$ cat config.mk
export PLATFORM = sky130hd
export DESIGN_NAME = alpha_compositor
export DESIGN_NICKNAME = d
export VERILOG_FILES = /design/src/source/blend_pkg.sv /design/src/source/alpha_blend_pipe.sv /design/src/source/alpha_compositor.sv /design/src/source/blend_sequencer.sv /design/src/source/entry_fifo.sv
export VERILOG_INCLUDE_DIRS = /design/src /design/src/source
export SDC_FILE = /design/constraint.sdc
export NUM_CORES = 2
export LEC_CHECK = 0
export BUFFER_PORTS_ARGS = -buffer_cell sky130_fd_sc_hd__buf_2
export CORE_MARGIN = 3
export CORE_UTILIZATION = 60
export CTS_BUF_LIST = sky130_fd_sc_hd__clkbuf_16
export DETAILED_ROUTE_END_ITERATION = 6
export GPL_TIMING_DRIVEN = 0
export PLACE_DENSITY = 0.76
export SLEW_MARGIN = 25
export SYNTH_ARGS = -nofsm -noshare
export SYNTH_HDL_FRONTEND = slang
export SYNTH_SLANG_ARGS = --single-unit
$ cat constraint.sdc
create_clock -name clk -period 7.8 [get_ports clk]
set_input_delay 0.78 -clock clk [delete_from_list [all_inputs] [get_ports clk]]
set_output_delay 0.78 -clock clk [all_outputs]
set_load 0.1 [all_outputs]
$ cat src/source/blend_settings.svh
// ##############################
// Compile-time settings for the
// alpha compositing engine:
// channel and address widths,
// queue depths, blend latency.
// ##############################

`ifndef BLEND_SETTINGS_SVH
`define BLEND_SETTINGS_SVH

// Bits per colour channel and per alpha value.
`define BLEND_CHANNEL_W 8

// Frame-buffer address width.
`define BLEND_PIXEL_ADDR_W 12

// Source and result queue depths.
`define BLEND_SRC_DEPTH 4
`define BLEND_RES_DEPTH 4

// Blend pipe stages: multiply, add, divide.
`define BLEND_LATENCY 3

`endif

$ cat src/source/blend_pkg.sv
// ##############################
// Shared types of the compositor:
// channel, colour, address and
// the source and result entries.
// ##############################

`include "blend_settings.svh"

package blend_pkg;

	typedef logic [`BLEND_CHANNEL_W-1:0] channel_t;

	// Red in the top byte, same layout as the Wishbone data bus.
	typedef struct packed
	{
		channel_t r;
		channel_t g;
		channel_t b;
	} rgb_t;

	typedef logic [`BLEND_PIXEL_ADDR_W-1:0] pixel_addr_t;

	typedef struct packed
	{
		pixel_addr_t addr;  // Frame-buffer location.
		rgb_t rgb;          // Source colour.
		channel_t alpha;    // Straight alpha.
		logic last;         // Last pixel of the frame.
	} src_entry_t;

	typedef struct packed
	{
		pixel_addr_t addr;  // Write-back location.
		rgb_t rgb;          // Blended colour.
		logic last;         // Closes the frame on write ack.
	} res_entry_t;

endpackage

$ cat src/source/alpha_blend_pipe.sv
// ##############################
// alpha_blend_pipe: three-stage
// per-channel blend. Multiply,
// add, then divide by 255, with
// a result tag carried along.
// ##############################

`include "blend_settings.svh"

module alpha_blend_pipe
(
	input logic clk,
	input logic reset,
	input logic in_valid,
	input blend_pkg::rgb_t src_rgb,
	input blend_pkg::channel_t alpha,
	input blend_pkg::rgb_t dst_rgb,
	input blend_pkg::res_entry_t in_tag,
	output logic out_valid,
	output blend_pkg::res_entry_t out_entry,
	output logic [1:0] in_flight
);

	import blend_pkg::*;

	localparam int PROD_W = 2 * `BLEND_CHANNEL_W;

	channel_t inv_alpha;
	channel_t src_ch [3];
	channel_t dst_ch [3];
	logic [PROD_W-1:0] prod_src [3];
	logic [PROD_W-1:0] prod_dst [3];
	logic [PROD_W-1:0] sum [3];
	logic [PROD_W-1:0] quo [3];
	res_entry_t tag_s1;
	res_entry_t tag_s2;
	logic [`BLEND_LATENCY-1:0] valid_sr;

	assign inv_alpha = 8'd255 - alpha;

	// Index 0 is red, 2 is blue.
	assign src_ch[0] = src_rgb.r;
	assign src_ch[1] = src_rgb.g;
	assign src_ch[2] = src_rgb.b;
	assign dst_ch[0] = dst_rgb.r;
	assign dst_ch[1] = dst_rgb.g;
	assign dst_ch[2] = dst_rgb.b;

	always_ff @(posedge clk)
	begin
		if (!reset)
			valid_sr <= '0;
		else
			valid_sr <= {valid_sr[`BLEND_LATENCY-2:0], in_valid};  // Pipe never stalls.
	end

	always_ff @(posedge clk)
	begin
		for (int c = 0; c < 3; c++)
		begin
			prod_src[c] <= PROD_W'(src_ch[c]) * PROD_W'(alpha);
			prod_dst[c] <= PROD_W'(dst_ch[c]) * PROD_W'(inv_alpha);
			sum[c] <= prod_src[c] + prod_dst[c];  // At most 255 * 255, no carry out.
		end
		tag_s1 <= in_tag;
		tag_s2 <= tag_s1;
		out_entry.addr <= tag_s2.addr;
		out_entry.last <= tag_s2.last;
		out_entry.rgb.r <= quo[0][`BLEND_CHANNEL_W-1:0];
		out_entry.rgb.g <= quo[1][`BLEND_CHANNEL_W-1:0];
		out_entry.rgb.b <= quo[2][`BLEND_CHANNEL_W-1:0];
	end

	// Truncating divide, the third stage sits right behind it.
	always_comb
	begin
		for (int c = 0; c < 3; c++)
			quo[c] = sum[c] / PROD_W'(255);
	end

	always_comb
	begin
		in_flight = '0;
		for (int i = 0; i < `BLEND_LATENCY; i++)
			in_flight = in_flight + 2'(valid_sr[i]);  // Feeds the credit check.
	end

	assign out_valid = valid_sr[`BLEND_LATENCY-1];

	assert property (@(posedge clk) disable iff (!reset)
		valid_sr[1] |-> (quo[0] <= 255 && quo[1] <= 255 && quo[2] <= 255))
		else $error("alpha_blend_pipe: blended channel exceeds 255.");

endmodule

$ cat src/source/alpha_compositor.sv
// ##############################
// alpha_compositor: top level.
// Source FIFO, sequencer, blend
// pipe and result FIFO.
// ##############################

`include "blend_settings.svh"

module alpha_compositor
(
	input logic clk,
	input logic reset,
	input logic src_valid,
	output logic src_ready,
	input blend_pkg::pixel_addr_t src_addr,
	input blend_pkg::channel_t src_r,
	input blend_pkg::channel_t src_g,
	input blend_pkg::channel_t src_b,
	input blend_pkg::channel_t src_a,
	input logic src_last,
	output logic wb_cyc,
	output logic wb_stb,
	output logic wb_we,
	output blend_pkg::pixel_addr_t wb_adr,
	output blend_pkg::rgb_t wb_dat_w,
	input blend_pkg::rgb_t wb_dat_r,
	input logic wb_ack,
	output logic frame_done
);

	import blend_pkg::*;

	src_entry_t src_entry;
	src_entry_t src_head;
	logic src_push;
	logic src_pop;
	logic src_full;
	logic src_empty;
	logic blend_valid;
	rgb_t blend_src;
	channel_t blend_alpha;
	rgb_t blend_dst;
	res_entry_t blend_tag;
	logic pipe_valid;
	res_entry_t pipe_entry;
	logic [1:0] pipe_in_flight;
	res_entry_t res_head;
	logic res_pop;
	logic [$clog2(`BLEND_RES_DEPTH):0] res_count;

	assign src_ready = !src_full;
	assign src_push = src_valid && src_ready;
	assign src_entry.addr = src_addr;
	assign src_entry.rgb.r = src_r;
	assign src_entry.rgb.g = src_g;
	assign src_entry.rgb.b = src_b;
	assign src_entry.alpha = src_a;
	assign src_entry.last = src_last;

	entry_fifo #(.entry_t(src_entry_t), .DEPTH(`BLEND_SRC_DEPTH)) src_fifo
	(
		.clk(clk),
		.reset(reset),
		.push(src_push),
		.push_data(src_entry),
		.pop(src_pop),
		.head(src_head),
		.full(src_full),
		.empty(src_empty),
		.count()
	);

	blend_sequencer sequencer
	(
		.clk(clk),
		.reset(reset),
		.src_empty(src_empty),
		.src_head(src_head),
		.src_pop(src_pop),
		.blend_valid(blend_valid),
		.blend_src(blend_src),
		.blend_alpha(blend_alpha),
		.blend_dst(blend_dst),
		.blend_tag(blend_tag),
		.pipe_in_flight(pipe_in_flight),
		.res_count(res_count),
		.res_head(res_head),
		.res_pop(res_pop),
		.wb_cyc(wb_cyc),
		.wb_stb(wb_stb),
		.wb_we(wb_we),
		.wb_adr(wb_adr),
		.wb_dat_w(wb_dat_w),
		.wb_dat_r(wb_dat_r),
		.wb_ack(wb_ack),
		.frame_done(frame_done)
	);

	alpha_blend_pipe pipe
	(
		.clk(clk),
		.reset(reset),
		.in_valid(blend_valid),
		.src_rgb(blend_src),
		.alpha(blend_alpha),
		.dst_rgb(blend_dst),
		.in_tag(blend_tag),
		.out_valid(pipe_valid),
		.out_entry(pipe_entry),
		.in_flight(pipe_in_flight)
	);

	// Credits in the sequencer keep this FIFO from overflowing.
	entry_fifo #(.entry_t(res_entry_t), .DEPTH(`BLEND_RES_DEPTH)) res_fifo
	(
		.clk(clk),
		.reset(reset),
		.push(pipe_valid),
		.push_data(pipe_entry),
		.pop(res_pop),
		.head(res_head),
		.full(),
		.empty(),
		.count(res_count)
	);

endmodule

$ cat src/source/blend_sequencer.sv
// ##############################
// blend_sequencer: Wishbone
// classic master. Picks reads or
// write-backs, issues the blend,
// keeps result credits and the
// frame barrier.
// ##############################

`include "blend_settings.svh"

module blend_sequencer
(
	input logic clk,
	input logic reset,
	input logic src_empty,
	input blend_pkg::src_entry_t src_head,
	output logic src_pop,
	output logic blend_valid,
	output blend_pkg::rgb_t blend_src,
	output blend_pkg::channel_t blend_alpha,
	output blend_pkg::rgb_t blend_dst,
	output blend_pkg::res_entry_t blend_tag,
	input logic [1:0] pipe_in_flight,
	input logic [$clog2(`BLEND_RES_DEPTH):0] res_count,
	input blend_pkg::res_entry_t res_head,
	output logic res_pop,
	output logic wb_cyc,
	output logic wb_stb,
	output logic wb_we,
	output blend_pkg::pixel_addr_t wb_adr,
	output blend_pkg::rgb_t wb_dat_w,
	input blend_pkg::rgb_t wb_dat_r,
	input logic wb_ack,
	output logic frame_done
);

	import blend_pkg::*;

	localparam int OCC_W = $clog2(`BLEND_RES_DEPTH) + 2;

	typedef enum logic [1:0]
	{
		ST_IDLE,
		ST_READ,
		ST_WRITE
	} state_t;

	state_t state;
	logic res_empty;
	logic [OCC_W-1:0] occupancy;
	logic credit_ok;
	logic barrier;
	logic start_write;
	logic start_read;
	logic read_done;
	logic write_done;

	assign res_empty = (res_count == '0);

	// A blend waiting to enter the pipe already holds a result slot.
	assign occupancy = OCC_W'(pipe_in_flight) + OCC_W'(res_count) + OCC_W'(blend_valid);
	assign credit_ok = (occupancy < `BLEND_RES_DEPTH);

	assign start_write = (state == ST_IDLE) && !res_empty;  // Write-back has priority.
	assign start_read = (state == ST_IDLE) && res_empty && !src_empty && !barrier && credit_ok;
	assign read_done = (state == ST_READ) && wb_ack;
	assign write_done = (state == ST_WRITE) && wb_ack;

	assign src_pop = read_done;
	assign res_pop = write_done;

	assign wb_cyc = (state != ST_IDLE);
	assign wb_stb = (state != ST_IDLE);  // Single transfer per cycle, so stb follows cyc.
	assign wb_we = (state == ST_WRITE);

	always_ff @(posedge clk)
	begin
		if (!reset)
		begin
			state <= ST_IDLE;
			barrier <= 1'b0;
			blend_valid <= 1'b0;
			frame_done <= 1'b0;
		end
		else
		begin
			blend_valid <= read_done;  // Issue one cycle after the read ack.
			frame_done <= write_done && res_head.last;
			case (state)
				ST_IDLE:
				begin
					if (start_write)
						state <= ST_WRITE;
					else if (start_read)
						state <= ST_READ;
				end
				ST_READ,
				ST_WRITE:
				begin
					if (wb_ack)
						state <= ST_IDLE;  // Bus drops for one cycle after ack.
				end
				default:
					state <= ST_IDLE;
			endcase
			if (read_done && src_head.last)
				barrier <= 1'b1;  // Next frame waits for the last write.
			else if (write_done && res_head.last)
				barrier <= 1'b0;
		end
	end

	always_ff @(posedge clk)
	begin
		if (start_write)
		begin
			wb_adr <= res_head.addr;
			wb_dat_w <= res_head.rgb;
		end
		else if (start_read)
			wb_adr <= src_head.addr;
		if (read_done)
		begin
			blend_src <= src_head.rgb;
			blend_alpha <= src_head.alpha;
			blend_dst <= wb_dat_r;  // Read data is valid in the ack cycle.
			blend_tag.addr <= src_head.addr;
			blend_tag.rgb <= '0;
			blend_tag.last <= src_head.last;
		end
	end

	assert property (@(posedge clk) disable iff (!reset) wb_stb |-> wb_cyc)
		else $error("blend_sequencer: stb without cyc.");

endmodule

$ cat src/source/entry_fifo.sv
// ##############################
// entry_fifo: synchronous FIFO
// on a type parameter, with an
// occupancy count output.
// ##############################

module entry_fifo
#(
	parameter type entry_t = logic,
	parameter int DEPTH = 4
)
(
	input logic clk,
	input logic reset,
	input logic push,
	input entry_t push_data,
	input logic pop,
	output entry_t head,
	output logic full,
	output logic empty,
	output logic [$clog2(DEPTH):0] count
);

	localparam int PTR_W = (DEPTH > 1) ? $clog2(DEPTH) : 1;

	entry_t mem [DEPTH];
	logic [PTR_W-1:0] rd_ptr;
	logic [PTR_W-1:0] wr_ptr;

	function automatic logic [PTR_W-1:0] bump(input logic [PTR_W-1:0] ptr);
		return (ptr == PTR_W'(DEPTH - 1)) ? '0 : ptr + 1'b1;  // Wrap for any depth.
	endfunction

	always_ff @(posedge clk)
	begin
		if (!reset)
		begin
			rd_ptr <= '0;
			wr_ptr <= '0;
			count <= '0;
		end
		else
		begin
			if (push)
				wr_ptr <= bump(wr_ptr);
			if (pop)
				rd_ptr <= bump(rd_ptr);
			if (push && !pop)
				count <= count + 1'b1;
			else if (pop && !push)
				count <= count - 1'b1;
		end
	end

	always_ff @(posedge clk)
	begin
		if (push)
			mem[wr_ptr] <= push_data;
	end

	assign head = mem[rd_ptr];  // Valid whenever not empty.
	assign full = (count == DEPTH);
	assign empty = (count == '0);

	assert property (@(posedge clk) disable iff (!reset) push |-> !full)
		else $error("entry_fifo: push into a full queue.");
	assert property (@(posedge clk) disable iff (!reset) pop |-> !empty)
		else $error("entry_fifo: pop from an empty queue.");

endmodule

==> reports/metrics.csv <==
metric;value;unit
initial antenna violation count;3;
max-capacitance violation count;0;
clock sink count;666;
die width;263.2;µm
Critical Path Fanout Max;10;
GR Overflow Total;0;
Seq/Total Area, Yosys;0.4450;
RSZ-0062 raised after global routing;false;
Tightest Pin Transition;1.015;ns
Tmin final;6.946;ns
Filler Cells Inserted;4688;
Area growth syn-to-layout;10.49;%
Final ANT Viol Nets;0;
utilization after layout;0.6755;
sequential share of power;0.270;
WL final;87.72;mm
total CTS buffers;69;
Mapped Avg Cell Area;11.75;µm²
design area;0.04386;mm²
Max rail drop VDD;0.0003701;V
Total GRT Usage;0.2578;
DRC;0;
Root Driver;clkbuf_16;
DR WL/cell;19.57;µm
startpoint types;register;
io pins;114;
Hold EP;pipe.tag_s2[28];
Clock power frac;0.169;
critical path type;reg2reg;
CTS Buffer Depth;3;
core area;0.06493;mm²
dpl cell area;0.04160;mm²
vias in the first global route;27330;
die area;0.06928;mm²
Max Clock Skew;0.05055;ns
P_sw;8.231;mW
Synth async-reset ratio;0;
critical path's largest stage delay;0.77;ns
CP Cell Sequence;clkbuf_1, inv_1, clkbuf_1, a22oi_1, o21ai_1, o41ai_2, o22ai_1, o2111ai_1, o21ai_0, and2_0, a21oi_1, o311ai_1, a21o_1, a21boi_1, nand2_1, nand2b_1, o21ai_0, ha_1, nor3b_2, a211oi_1, or4_1, o22ai_1;
total power;18.80;mW
Final Wtd Congestion;0.8848;
Detailed Route Iter0 Violations;1925;
Post-Syn Instances;3379;
largest net degree at the start of global routing;55;
Initial Utilization;0.6114;
main flop type after synthesis;edfxtp_1;
hold path startpoint;pipe.tag_s1[28];
Hold Vio Cnt, Final;0;
share of layout cells above drive strength 1;0.1125;
largest delay contributor family on the critical path;compound AO/OA/AOI/OAI gates;
count of cell types in the netlist;108;
Mapped Area;0.03970;mm²
Final setup viols;0;
TritonCTS clock tree;built;
WHS Path Cells;0;
slew margin rel.;0.3057;
first-pass GRT wire length;143.6;mm
Syn Nets;3955;
WP buf/inv;3;
clk_lat worst skew;0.64;ns
LEAKAGE;18.21;nW
Clock transition at path regs;0.06;ns
area of the multi-input gates;0.02008;mm²
placed cells;4357;
crit end category;register;
DR vias/cell;5.818;
CTS-repair resized insts;0;
outcome;complete, no violations;
Worst Path Required;8.31;ns
Hold Path Class;reg2reg;
PortBufs;113;
Post-Layout Cell Count;4483;
Synth Register Bits;666;
setup slack, reg-to-reg;0.85;ns
hold buffer count at cts;0;
setup_tns;0;ns
Yosys Warn Count;0;
Chip Height;263.2;µm
R2R cell count;22;
Reg area;0.01767;mm²
reg-to-reg endpoint;pipe.out_entry[9];
crit share post-route;0.8906;
Final nets;4149;
Post-synth EDFFs;433;
number of setup buffers added after CTS;0;
worst reg2reg path startpoint;pipe.sum[0][31];
cell internal pwr;10.57;mW
commonest non-fill, non-tap cell in the layout;edfxtp_1;
Sw Share;0.4378;
Final Max Slew Viols;0;
First-pass DRT Iterations;6;
DPL Wire Length;65.46;mm
via count;26080;
Arrival @ worst endpoint;7.46;ns
slowest CP cell;o311ai_1;
Power Density;428.6;mW/mm²
most frequent cells in the layout;edfxtp_1 (433), inv_1 (411), ha_1 (281), dfxtp_1 (233), fa_1 (222);
Combinational Power Share;0.560;
Fmax achieved;0.1440;GHz
cell row count;93;
htree depth;3;
area by class of cell:
class,count,area share
Antenna cell,1,0.00005705
Buffer,114,0.01090
Clock buffer,69,0.03937
Clock inverter,56,0.01201
Inverter,400,0.03429
Multi-Input combinational cell,2199,0.4579
Sequential cell,666,0.4028
Tap cell,855,0.02439
Timing Repair Buffer,123,0.01831
power by group through the flow:
stage / Combinational (mW) / Sequential, mW / Clock, mW
floorplan: 7.77 / 5.31 / 0
global route: 11.8 / 5.15 / 3.41
CTS: 10.5 / 5.08 / 3.26
finish: 10.5 / 5.08 / 3.18
global placement: 10.1 / 5.12 / 0
detailed placement: 10.4 / 5.14 / 0
per-layer routing:
metal  vias to the layer above  routed length [µm]  GRT usage
met2                       807               43770     0.4441
met4                         0                2399    0.08210
li1                      12230                   -          -
met1                     12880               36950     0.3438
met3                       164                4603    0.03009
met5                         -                   0          0
synth_stat cells (6+ instances only):
cell       instances  share of area
mux4_2            82          0.047
clkbuf_1          72         0.0068
nor3_1            45         0.0057
nand2b_1         110          0.017
a211o_1           15         0.0033
or4_1              7         0.0013
buf_2             22         0.0028
mux2i_1           15         0.0038
nor4_1            10         0.0016
a21oi_1          168          0.021
edfxtp_1         433           0.33
fa_1             222           0.11
buf_1             14         0.0013
o211ai_1          16         0.0030
nor2_1            84         0.0079
xor2_1            62          0.014
o21bai_1          38         0.0072
a21o_1            48         0.0091
and4_1             8         0.0018
mux2_2            13         0.0037
a2111oi_0          6         0.0013
nand2_1          192          0.018
dfxtp_1          233           0.12
a31oi_1           22         0.0035
ha_1             281          0.089
o21ai_1            9         0.0011
o31ai_1           20         0.0038
nand3_1           42         0.0053
nor2b_1          109          0.017
and3_1            29         0.0046
o22ai_1            8         0.0013
or3_1             11         0.0017
a22oi_1            7         0.0013
or2_2              9         0.0014
inv_1            398          0.038
o21ai_0           97          0.012
nand4_1           17         0.0027
xnor2_1           98          0.022
and2_1           129          0.020
a211oi_1          20         0.0038
o21a_1            12         0.0023
a21boi_0           6         0.0011
cell families after synthesis:
kind of cell,count (synthesis),synth area share
compound gates,574,0.09591
fa+ha+maj,506,0.2013
xor+xnor,162,0.03612
flops,666,0.4450
simple gates,847,0.1178
mux,110,0.05399
buf+inv,514,0.04983
sequential cells by signal (all words and copies together), names as in the netlist, 24 cells and up, named ones only:
register / flops
pipe.out_entry: 37
pipe.prod_dst: 48
pipe.prod_src: 48
pipe.sum: 48
res_fifo.mem: 148
sequencer.blend_dst: 24
sequencer.blend_src: 24
sequencer.wb_dat_w: 24
src_fifo.mem: 180
through the flow:
stage	setup slack [ns]	hold WS, ns
3_3_place_gp	0.9355	0.3099
5_1_grt	0.2090	0.3079
6_report	0.8536	0.3008
2_1_floorplan	2.337	0.3096
3_5_place_dp	0.6975	0.3128
4_1_cts	0.6803	0.2834
worst max-delay path by stage:
stage	from	endpoint	slack [ns]	depth (start not counted)
final	pipe.sum[0][31]	pipe.out_entry[9]	0.85	22
after global routing	pipe.sum[0][31]	pipe.out_entry[9]	0.21	22
after CTS	pipe.sum[0][31]	pipe.out_entry[9]	0.68	22
after detailed placement	pipe.sum[0][31]	pipe.out_entry[9]	0.70	22
after global placement	pipe.sum[0][31]	pipe.out_entry[9]	0.94	22
after floorplan	pipe.sum[0][10]	pipe.out_entry[17]	2.34	20
Power figures use the tool's default switching activity.
